<file path="config.mk">
export PLATFORM = sky130hd
export DESIGN_NAME = address_window
export DESIGN_NICKNAME = d
export VERILOG_FILES = /design/src/source/addr_map_pkg.sv /design/src/source/reg_bank_pkg.sv /design/src/source/window_access_if.sv /design/src/source/address_range_decoder.sv /design/src/source/address_range_translator.sv /design/src/source/window_reg_bank.sv /design/src/source/address_window.sv
export VERILOG_INCLUDE_DIRS = /design/src /design/src/source
export SDC_FILE = /design/constraint.sdc
export NUM_CORES = 1
export LEC_CHECK = 0
export BUFFER_PORTS_ARGS = -buffer_cell sky130_fd_sc_hd__buf_2
export CORE_MARGIN = 3
export CORE_UTILIZATION = 50
export CTS_BUF_LIST = sky130_fd_sc_hd__clkbuf_4 sky130_fd_sc_hd__clkbuf_8
export DETAILED_ROUTE_END_ITERATION = 7
export MAX_ROUTING_LAYER = met4
export PLACE_DENSITY = 0.79
export SLEW_MARGIN = 0
export SYNTH_ARGS = -nofsm -noshare
export SYNTH_HDL_FRONTEND = slang
export SYNTH_SLANG_ARGS = --single-unit
</file>
<file path="constraint.sdc">
create_clock -name clock -period 9.1 [get_ports clock]
set_input_delay 2.275 -clock clock [delete_from_list [all_inputs] [get_ports clock]]
set_output_delay 2.275 -clock clock [all_outputs]
set_load 0.05 [all_outputs]
</file>
<file path="src/source/addr_map_defs.svh">
/*
  build-time constants of the register window
  the base need not be aligned and the count need not be a power of 2
  AW_INDEX_WIDTH must cover AW_WINDOW_COUNT, and the count must fit the table
  of 2**AW_INDEX_WIDTH entries that the translator builds
*/

`ifndef ADDR_MAP_DEFS_SVH
`define ADDR_MAP_DEFS_SVH

// --------------------------------------------------
// bus side

// width of the flat bus address
`define AW_ADDR_WIDTH 16

// width of one stored register word
`define AW_DATA_WIDTH 32

// --------------------------------------------------
// window placement

// first address of the window, deliberately off any power-of-2 boundary
`define AW_WINDOW_BASE 16'h0013

// number of registers in the window, deliberately not a power of 2
`define AW_WINDOW_COUNT 11

// smallest local index width that still covers the count
`define AW_INDEX_WIDTH 4

`endif

</file>
<file path="src/source/addr_map_pkg.sv">
/*
  address-side types shared by decoder, translator and top level
  window_t is packed so that it can be passed as a parameter value
  base and count are each one bus-address-wide word
*/

`include "addr_map_defs.svh"

package addr_map_pkg;

    // --------------------------------------------------
    // addresses

    // a flat address as it arrives on the bus
    typedef logic [`AW_ADDR_WIDTH-1:0] bus_addr_t;

    // consecutive register number inside the window, 0 to count minus 1
    typedef logic [`AW_INDEX_WIDTH-1:0] local_index_t;

    // --------------------------------------------------
    // range description

    // one address range: the first address and the number of addresses
    // in it; the last address of the range is base plus count minus 1
    typedef struct packed {
        bus_addr_t base;
        bus_addr_t count;
    } window_t;

endpackage

</file>
<file path="src/source/reg_bank_pkg.sv">
/*
  data-side types of the register bank
  read_resp_t groups one read answer; miss is set for reads outside the window
  and the data of a miss is always zero
*/

`include "addr_map_defs.svh"

package reg_bank_pkg;

    // --------------------------------------------------
    // stored data

    // one register word as written and read over the bus
    typedef logic [`AW_DATA_WIDTH-1:0] reg_word_t;

    // --------------------------------------------------
    // read answer

    // what one read strobe returns a cycle later
    // data holds the register contents on a hit and zero on a miss
    typedef struct packed {
        reg_word_t data;
        logic      miss;
    } read_resp_t;

endpackage

</file>
<file path="src/source/window_access_if.sv">
/*
  access bundle between the address logic and the register bank
  purely combinational signals, no clock inside
  word_t has to match the entry type of the bank it feeds
*/

`timescale 1ns/1ps

interface window_access_if #(
    parameter type word_t = reg_bank_pkg::reg_word_t
);

    import addr_map_pkg::*;

    // address is inside the window, from the decoder
    logic         hit;
    // consecutive register number, from the translator
    local_index_t index;

    // one-cycle strobes and the write payload, from the top level
    logic         write;
    logic         read;
    word_t        wdata;

    // --------------------------------------------------
    // one view per block

    modport decoder (output hit);

    modport translator (output index);

    modport top (output write, read, wdata);

    modport bank (input hit, index, write, read, wdata);

endinterface

</file>
<file path="src/source/address_range_decoder.sv">
/*
  flags whether a bus address falls inside one window
  full-width compares, so aliases of the low bits elsewhere never hit
  a window reaching past the top of the address space is handled by
  computing the limit one bit wider
*/

`timescale 1ns/1ps

module address_range_decoder #(
    parameter addr_map_pkg::window_t WINDOW = '0
) (
    input  addr_map_pkg::bus_addr_t address,
    window_access_if.decoder        acc
);

    import addr_map_pkg::*;

    localparam int ADDR_W = $bits(bus_addr_t);

    // --------------------------------------------------
    // window bounds

    // one bit wider than the bus so that base plus count cannot wrap
    typedef logic [ADDR_W:0] wide_addr_t;

    localparam wide_addr_t LOWER = {1'b0, WINDOW.base};
    localparam wide_addr_t UPPER = {1'b0, WINDOW.base} + {1'b0, WINDOW.count};

    // --------------------------------------------------
    // compare

    wide_addr_t wide_address;
    logic       above_base;
    logic       below_limit;

    assign wide_address = {1'b0, address};

    // the base itself is the first address of the window
    assign above_base = (wide_address >= LOWER);

    // base plus count is the first address past the window
    assign below_limit = (wide_address < UPPER);

    // an empty window, count of zero, never hits since LOWER equals UPPER
    assign acc.hit = above_base && below_limit;

endmodule

</file>
<file path="src/source/address_range_translator.sv">
/*
  maps the low address bits to a consecutive local index, 0 to count minus 1
  the table is fixed at elaboration and reduces to rewiring or small logic
  no range check here, the decoder decides whether the index is meaningful
  count must not exceed the table depth of 2**index width
*/

`timescale 1ns/1ps

module address_range_translator #(
    parameter addr_map_pkg::window_t WINDOW = '0
) (
    input  addr_map_pkg::bus_addr_t address,
    window_access_if.translator     acc
);

    import addr_map_pkg::*;

    localparam int IDX_W       = $bits(local_index_t);
    localparam int TABLE_DEPTH = 2 ** IDX_W;

    // --------------------------------------------------
    // translation table

    // one local index per value of the low address bits
    typedef local_index_t table_t [TABLE_DEPTH];

    // the low bits of an unaligned window start at the base's low bits and
    // wrap around modulo the table depth, so the table is the identity map
    // rotated by that offset
    function automatic table_t build_table(window_t win);
        table_t      tbl;
        int unsigned slot;
        int unsigned entry;
        int unsigned step;
        // entries outside the window still need a defined value
        for (entry = 0; entry < TABLE_DEPTH; entry++) begin
            tbl[entry] = '0;
        end
        slot = int'(win.base[IDX_W-1:0]);
        for (step = 0; step < win.count; step++) begin
            tbl[slot] = local_index_t'(step);
            // wrap past the last table entry back to zero
            slot = (slot + 1) % TABLE_DEPTH;
        end
        return tbl;
    endfunction

    localparam table_t XLATE = build_table(WINDOW);

    // --------------------------------------------------
    // lookup

    logic [IDX_W-1:0] low_bits;

    // only the low bits select a register, the upper bits are the
    // decoder's business
    assign low_bits = address[IDX_W-1:0];

    assign acc.index = XLATE[low_bits];

endmodule

</file>
<file path="src/source/window_reg_bank.sv">
/*
  register array behind the window, one entry per local index
  writes land at the strobe edge when the address hits, other writes are dropped
  a read answers one cycle later; a miss returns zero data with rd_miss set
  stored entries have no reset and are undefined until written
  entry_t must be the word type of the connected access interface
*/

`timescale 1ns/1ps

module window_reg_bank #(
    parameter type entry_t = reg_bank_pkg::reg_word_t,
    parameter int  DEPTH   = 1
) (
    input  logic          clock,
    input  logic          rst_n,
    window_access_if.bank acc,
    output entry_t        rdata,
    output logic          rd_valid,
    output logic          rd_miss
);

    // --------------------------------------------------
    // storage

    entry_t mem [DEPTH];

    // the index is only trusted together with hit, which keeps it below
    // DEPTH even though the index field can count higher
    logic write_hit;
    logic read_hit;

    assign write_hit = acc.write && acc.hit;
    assign read_hit  = acc.read && acc.hit;

    always_ff @(posedge clock) begin
        if (write_hit) begin
            mem[acc.index] <= acc.wdata;
        end
    end

    // --------------------------------------------------
    // read response

    // rd_valid and rd_miss are single-cycle pulses that follow each read
    // strobe; rdata keeps the last answer until the next read
    always_ff @(posedge clock) begin
        if (!rst_n) begin
            rd_valid <= 1'b0;
            rd_miss  <= 1'b0;
            rdata    <= '0;
        end else begin
            rd_valid <= acc.read;
            rd_miss  <= acc.read && !acc.hit;
            if (read_hit) begin
                // contents as of this edge, a write cannot share the cycle
                rdata <= mem[acc.index];
            end else if (acc.read) begin
                // outside the window the answer is always zero
                rdata <= '0;
            end
        end
    end

endmodule

</file>
<file path="src/source/address_window.sv">
/*
  top level of the register window, plain ports only
  decoder and translator see the same live address in parallel and the
  bank combines hit and index at the clock edge
  write and read must not be asserted in the same cycle
  window placement and sizes come from the build-time macros
*/

`timescale 1ns/1ps

`include "addr_map_defs.svh"

module address_window (
    input  logic                    clock,
    input  logic                    rst_n,
    input  addr_map_pkg::bus_addr_t address,
    input  logic                    write,
    input  logic                    read,
    input  reg_bank_pkg::reg_word_t wdata,
    output reg_bank_pkg::reg_word_t rdata,
    output logic                    rd_valid,
    output logic                    rd_miss
);

    import addr_map_pkg::*;
    import reg_bank_pkg::*;

    // --------------------------------------------------
    // window description

    // one description feeds both decoder and translator so they cannot
    // disagree about where the window sits
    localparam window_t WINDOW = '{
        base:  bus_addr_t'(`AW_WINDOW_BASE),
        count: bus_addr_t'(`AW_WINDOW_COUNT)
    };

    // --------------------------------------------------
    // access bundle

    window_access_if #(.word_t(reg_word_t)) acc ();

    // strobes and payload pass straight in, no staging
    assign acc.write = write;
    assign acc.read  = read;
    assign acc.wdata = wdata;

    // --------------------------------------------------
    // address side, zero cycles from address to hit and index

    address_range_decoder #(
        .WINDOW (WINDOW)
    ) decoder_i (
        .address (address),
        .acc     (acc)
    );

    address_range_translator #(
        .WINDOW (WINDOW)
    ) translator_i (
        .address (address),
        .acc     (acc)
    );

    // --------------------------------------------------
    // storage and registered read answer

    window_reg_bank #(
        .entry_t (reg_word_t),
        .DEPTH   (`AW_WINDOW_COUNT)
    ) bank_i (
        .clock    (clock),
        .rst_n    (rst_n),
        .acc      (acc),
        .rdata    (rdata),
        .rd_valid (rd_valid),
        .rd_miss  (rd_miss)
    );

endmodule

</file>
# Yosys cells after proc, flatten, opt, wreduce, memory -nomap -nowiden
# Memory sizes are Yosys's and may differ from the RTL's.
# Cells that the tools add are included.
# totals
ff_bits	34
latch_bits	0
ramBits	352
rom_bits	64
in_bits	52
output_inout_bits	34
mem_count	2
# op_classes
add_sub_neg	0
n_mul	0
n_div	0
order_cmp	3
eq_ne	0
shift	0
mux	6
bitwise	1
n_reduce_logical	6
# mem_list
memory	depth	word_bits	read_ports	rd_clocked_by_memory_dff	wr	line_no	text
bank_i.mem	11	32	1	0	1	window_reg_bank.sv:26	entry_t mem [DEPTH];
(no name shown)	16	4	1	0	0	address_range_translator.sv:60	assign acc.index = XLATE[low_bits];
# ops
operator	n
$mux W32	2
$ge A16 B5 Y1 const B	1
$lt A16 B5 Y1 const B	1
$mux W4	2
$ge A5 B5 Y1 const B	1
$not A4 Y5	1
$logic_and A1 B1 Y1	4
$mux W1	2
$reduce_bool A2 Y1	1
$logic_not A1 Y1	1

# Depth between registers and ports, before layout
# An unclocked memory read counts as a cell.
# logic_depth
depth_word	6
mapped_depth	11

# Modules after synthesis
# Synthesis repeated with hierarchy kept, for this count alone.
# hier_totals
cells_unflattened	738
area_unflattened_um2	14730.4
# by_module_without_submodules
mod	instances	cells_each	area_per_inst_um2	seq_area_each_um2
window_reg_bank	1	713	14525.2	11250.8
address_range_translator	1	19	160.2	0.0
address_range_decoder	1	6	45.0	0.0

# Least setup slack after synthesis
# Ideal clock, no wire load.
# synth_path
kind	input-to-reg
startpoint	in address[0]
endpoint	mem bank_i.mem[3][0] in the netlist's numbering (enable)
setup_time_ns	0.461
arrival_ns	5.809
required_time_ns	8.639
path_slack_ns	2.830
stages	8
path_cell_list	ha_1 > clkbuf_1 > or3_1 > nand4_1 > clkbuf_1 > a21oi_1 > nand3b_1 > nor3_1
# synth_between
elab_chain_len	5
# synth_rtl
item	line_no	text
from (decl)	address_window.sv:16	input addr_map_pkg::bus_addr_t address,
$ge A16 B5 Y1 or $lt A16 B5 Y1 (tied branches)	address_range_decoder.sv:40, address_range_decoder.sv:43	
$logic_and A1 B1 Y1	address_range_decoder.sv:46	assign acc.hit = above_base && below_limit;
$logic_and A1 B1 Y1	window_reg_bank.sv:33	assign write_hit = acc.write && acc.hit;
$mux W1	window_reg_bank.sv:37	if (write_hit) begin
$mux W1 (implied by the code)	window_reg_bank.sv:38	mem[acc.index] <= acc.wdata;
to (decl)	window_reg_bank.sv:26	
# Parallel ways exist; a longest one is shown, timed or not. The select of a mux whose other input is x is not followed.

# Worst setup path in the final report
# layout_path
startpoint	in address[0]
endpoint	mem bank_i.mem[9][15] in the netlist's numbering (enable)
# Same word-level chain as after synthesis.

==> summary.md <==
| Metric | Value |
|---|---|
| Synth Instances | 1146 |
| Postcts setup bufs | 0 |
| Fillers | 2338 |
| CTS buffer count | 59 |
| Net load switching power | 0.829 mW |
| Fmax | 183 MHz |
| Worst hold stages | 2 |
| Clock transition at path regs | 0.06 ns |
| Power share of the sequential group | 0.525 |
| Syn_nets | 1202 |
| EDFF count, synth | 352 |
| Sum Neg Setup Slack | 0 ns |
| Iteration count of the initial detailed-routing pass | 5 |
| # IOs | 86 |
| Initial Utilization | 0.511 |
| Slowest CP cell | and3_2 |
| Worst slew pin tran | 1.23 ns |
| CTS max path bufs | 3 |
| Synth-to-Final Area Change | 12.6% |
| All-Layer GR Usage | 0.243 |
| Vias post-DR | 10877 |
| Cell Area, Synth | 15800 µm² |
| Worst skew pair latency | 0.61 ns |
| Top post-synthesis cells by area | edfxtp_1 (67%), dfxtp_1 (4.3%), a31oi_1 (3.7%), or4_1 (2.9%), nor4_1 (2.6%) |
| Yosys top cell area share | 0.669 |
| Static leakage | 5.70 nW |
| Max-slew violations | 0 |
| Slowest cell delay on critical path | 0.95 ns |
| Crit path kind | in2reg |
| Worst r2r path cells | 4 |
| Initial DRC count | 1136 |
| Clock Skew | 0.0364 ns |
| Worst Path Arrival | 5.66 ns |
| ANT cells | 0 |
| H-tree level count | 2 |
| Core Footprint | 30900 µm² |
| Worst endpoint required time | 9.30 ns |
| Multi-input gate area | 3940 µm² |
| DIE AREA | 33800 µm² |
| First-pass GRT wire length | 61900 µm |
| Mapped Avg Cell Area | 13.8 µm² |
| WL final | 40400 µm |
| Tcrit/Tclk final | 0.600 |
| Total Power | 3.68 mW |
| DRC violations left | 0 |
| CP Cell Sequence | buf_2 -> inv_1 -> ha_1 -> and3_2 -> o21bai_2 -> buf_4 -> nand2_1 -> nor2_4 |
| RD Place Congestion | 0.828 |
| Most frequent cells in the layout | edfxtp_1 (352), a31oi_1 (93), buf_2 (85) |
| Number of synthesis warnings | 0 |
| Ys async rst share | 0 |
| Seq/Total Area, Yosys | 0.712 |
| Final Setup Violations | 0 |
| Combinational share of power | 0.067 |
| Cell Int Power | 2.85 mW |
| Max-cap check violation count | 0 |
| Hpwl dp | 21800 µm |
| Vias per cell | 6.61 |
| Leading cell type in the layout, fill and taps excluded | edfxtp_1 |
| Worst min path class | reg2reg |
| Pre-CTS WS | 3.11 ns |
| #FFs+latches synth | 386 |
| Post-layout minimum cycle time | 5.46 ns |
| Antenna violations before repair | 0 |
| Hold_buf cts | 0 |
| Power Density | 207 nW/µm² |
| Routed wire length per instance | 24.5 µm |
| RSZ-0062 raised after global routing | no |
| Vias in the first global route | 10643 |
| GRT overflow | 0 |
| Post-route setup slack | 3.64 ns |
| Fin. Hold Viols | 0 |
| Port buffer count | 85 |
| Clock power share | 0.408 |
| Maximum VDD drop | 0.106 mV |
| Site row count | 64 |
| Yosys cell types | 51 |
| Nets@finish | 1256 |
| Die width | 184 µm |
| Sw Share | 0.225 |
| Crit path capture type | flop |
| Chip Height | 184 µm |
| Pin count of the biggest net entering global routing | 90 |
| Share of cells above drive strength 1 | 0.196 |
| Ys flop type | edfxtp_1 |
| CTS Root Cell | clkbuf_8 |
| Post-synth top area cell | edfxtp_1 |
| Clock sinks | 386 |
| CTS tree | done |
| Run status | completed |
| Rel. slew slack | 0.177 |
| Register area | 11300 µm² |
| Crit start category | primary input |
| Post-CTS Resized | 0 |
| Smallest hold slack | 0.443 ns |
| Final ANT Viol Nets | 0 |
| Largest fanout on the critical path | 66 |
## metrics by stage
step	cells	utilization	cell area (µm²)
finish	1646	0.576	17800
global route	1646	0.576	17800
CTS	1646	0.576	17800
detailed placement	1535	0.535	16500
global placement	1535	0.535	16500
floorplan	1146	-	15800
## synth_stat cells (5+ instances only)
cell type	count
a2111oi_0	31
a211oi_1	31
a21oi_1	7
a31oi_1	93
buf_1	6
buf_2	14
buf_4	5
clkbuf_1	87
dfxtp_1	34
edfxtp_1	352
inv_1	64
nand2_1	41
nand3b_1	6
nand4_1	32
nor2_1	11
nor4_1	66
o2111ai_1	31
o211ai_1	31
o21ai_0	58
o21ai_1	36
or4_1	62
## cell families (layout without fill, tap and decap cells)
| family | count (synthesis) | count (layout) | synth area share |
|---|---|---|---|
| flip-flops | 386 | 386 | 0.712 |
| AO/OA/AOI/OAI | 328 | 328 | 0.139 |
| AND/OR/NAND/NOR | 242 | 242 | 0.0948 |
| buffers and inverters | 179 | 283 | 0.0462 |
| multiplexers | 6 | 6 | 0.00404 |
| adder cells (fa/ha/maj) | 4 | 4 | 0.00317 |
| XOR/XNOR | 1 | 1 | 0.00103 |
## state kept, by name, summed over array words and instances (netlist names)
name and flops:
bank_i.rd_miss 1, bank_i.rdata 32, bank_i.rd_valid 1, bank_i.mem 352
## power groups by stage
| stage | combinational, mW | clock [mW] | sequential [mW] |
|---|---|---|---|
| global placement | 0.229 | 0 | 1.97 |
| CTS | 0.239 | 1.51 | 1.93 |
| finish | 0.245 | 1.50 | 1.93 |
| detailed placement | 0.237 | 0 | 1.97 |
| floorplan | 0.143 | 0 | 1.97 |
| global route | 0.261 | 1.59 | 1.93 |
## layer usage
metal	wire length, µm	vias up	track usage
li1	-	4781	-
met1	16100	5329	0.330
met2	19300	658	0.375
met3	3870	109	0.0421
met4	1160	0	0.0853
met5	0	-	-
## worst paths after layout
path                            slack (ns)          startpoint                end
worst min register to register        0.44    bank_i.rdata[31]   bank_i.rdata[31]
worst max register to register        7.49  bank_i.mem[10][19]   bank_i.rdata[19]
worst min-delay path                  0.44    bank_i.rdata[31]   bank_i.rdata[31]
worst max-delay path                  3.64          address[0]  bank_i.mem[9][15]
## critical path, delay by kind of cell
family	cells	cell delay (ns)
and+or+nand+nor	3	2.18
buffers and inverters	3	0.67
adders and majority gates	1	0.20
AOI/OAI and AO/OA	1	0.27
## cell type report
cell class | count | share of cell area
clock buffers | 103 | 0.0677
well taps | 396 | 0.0278
multi-input cells | 581 | 0.221
repair buffers | 108 | 0.0336
clock inverters | 8 | 0.00408
inverters | 64 | 0.0135
flip-flops and latches | 386 | 0.632
Power figures use the tool's default switching activity.
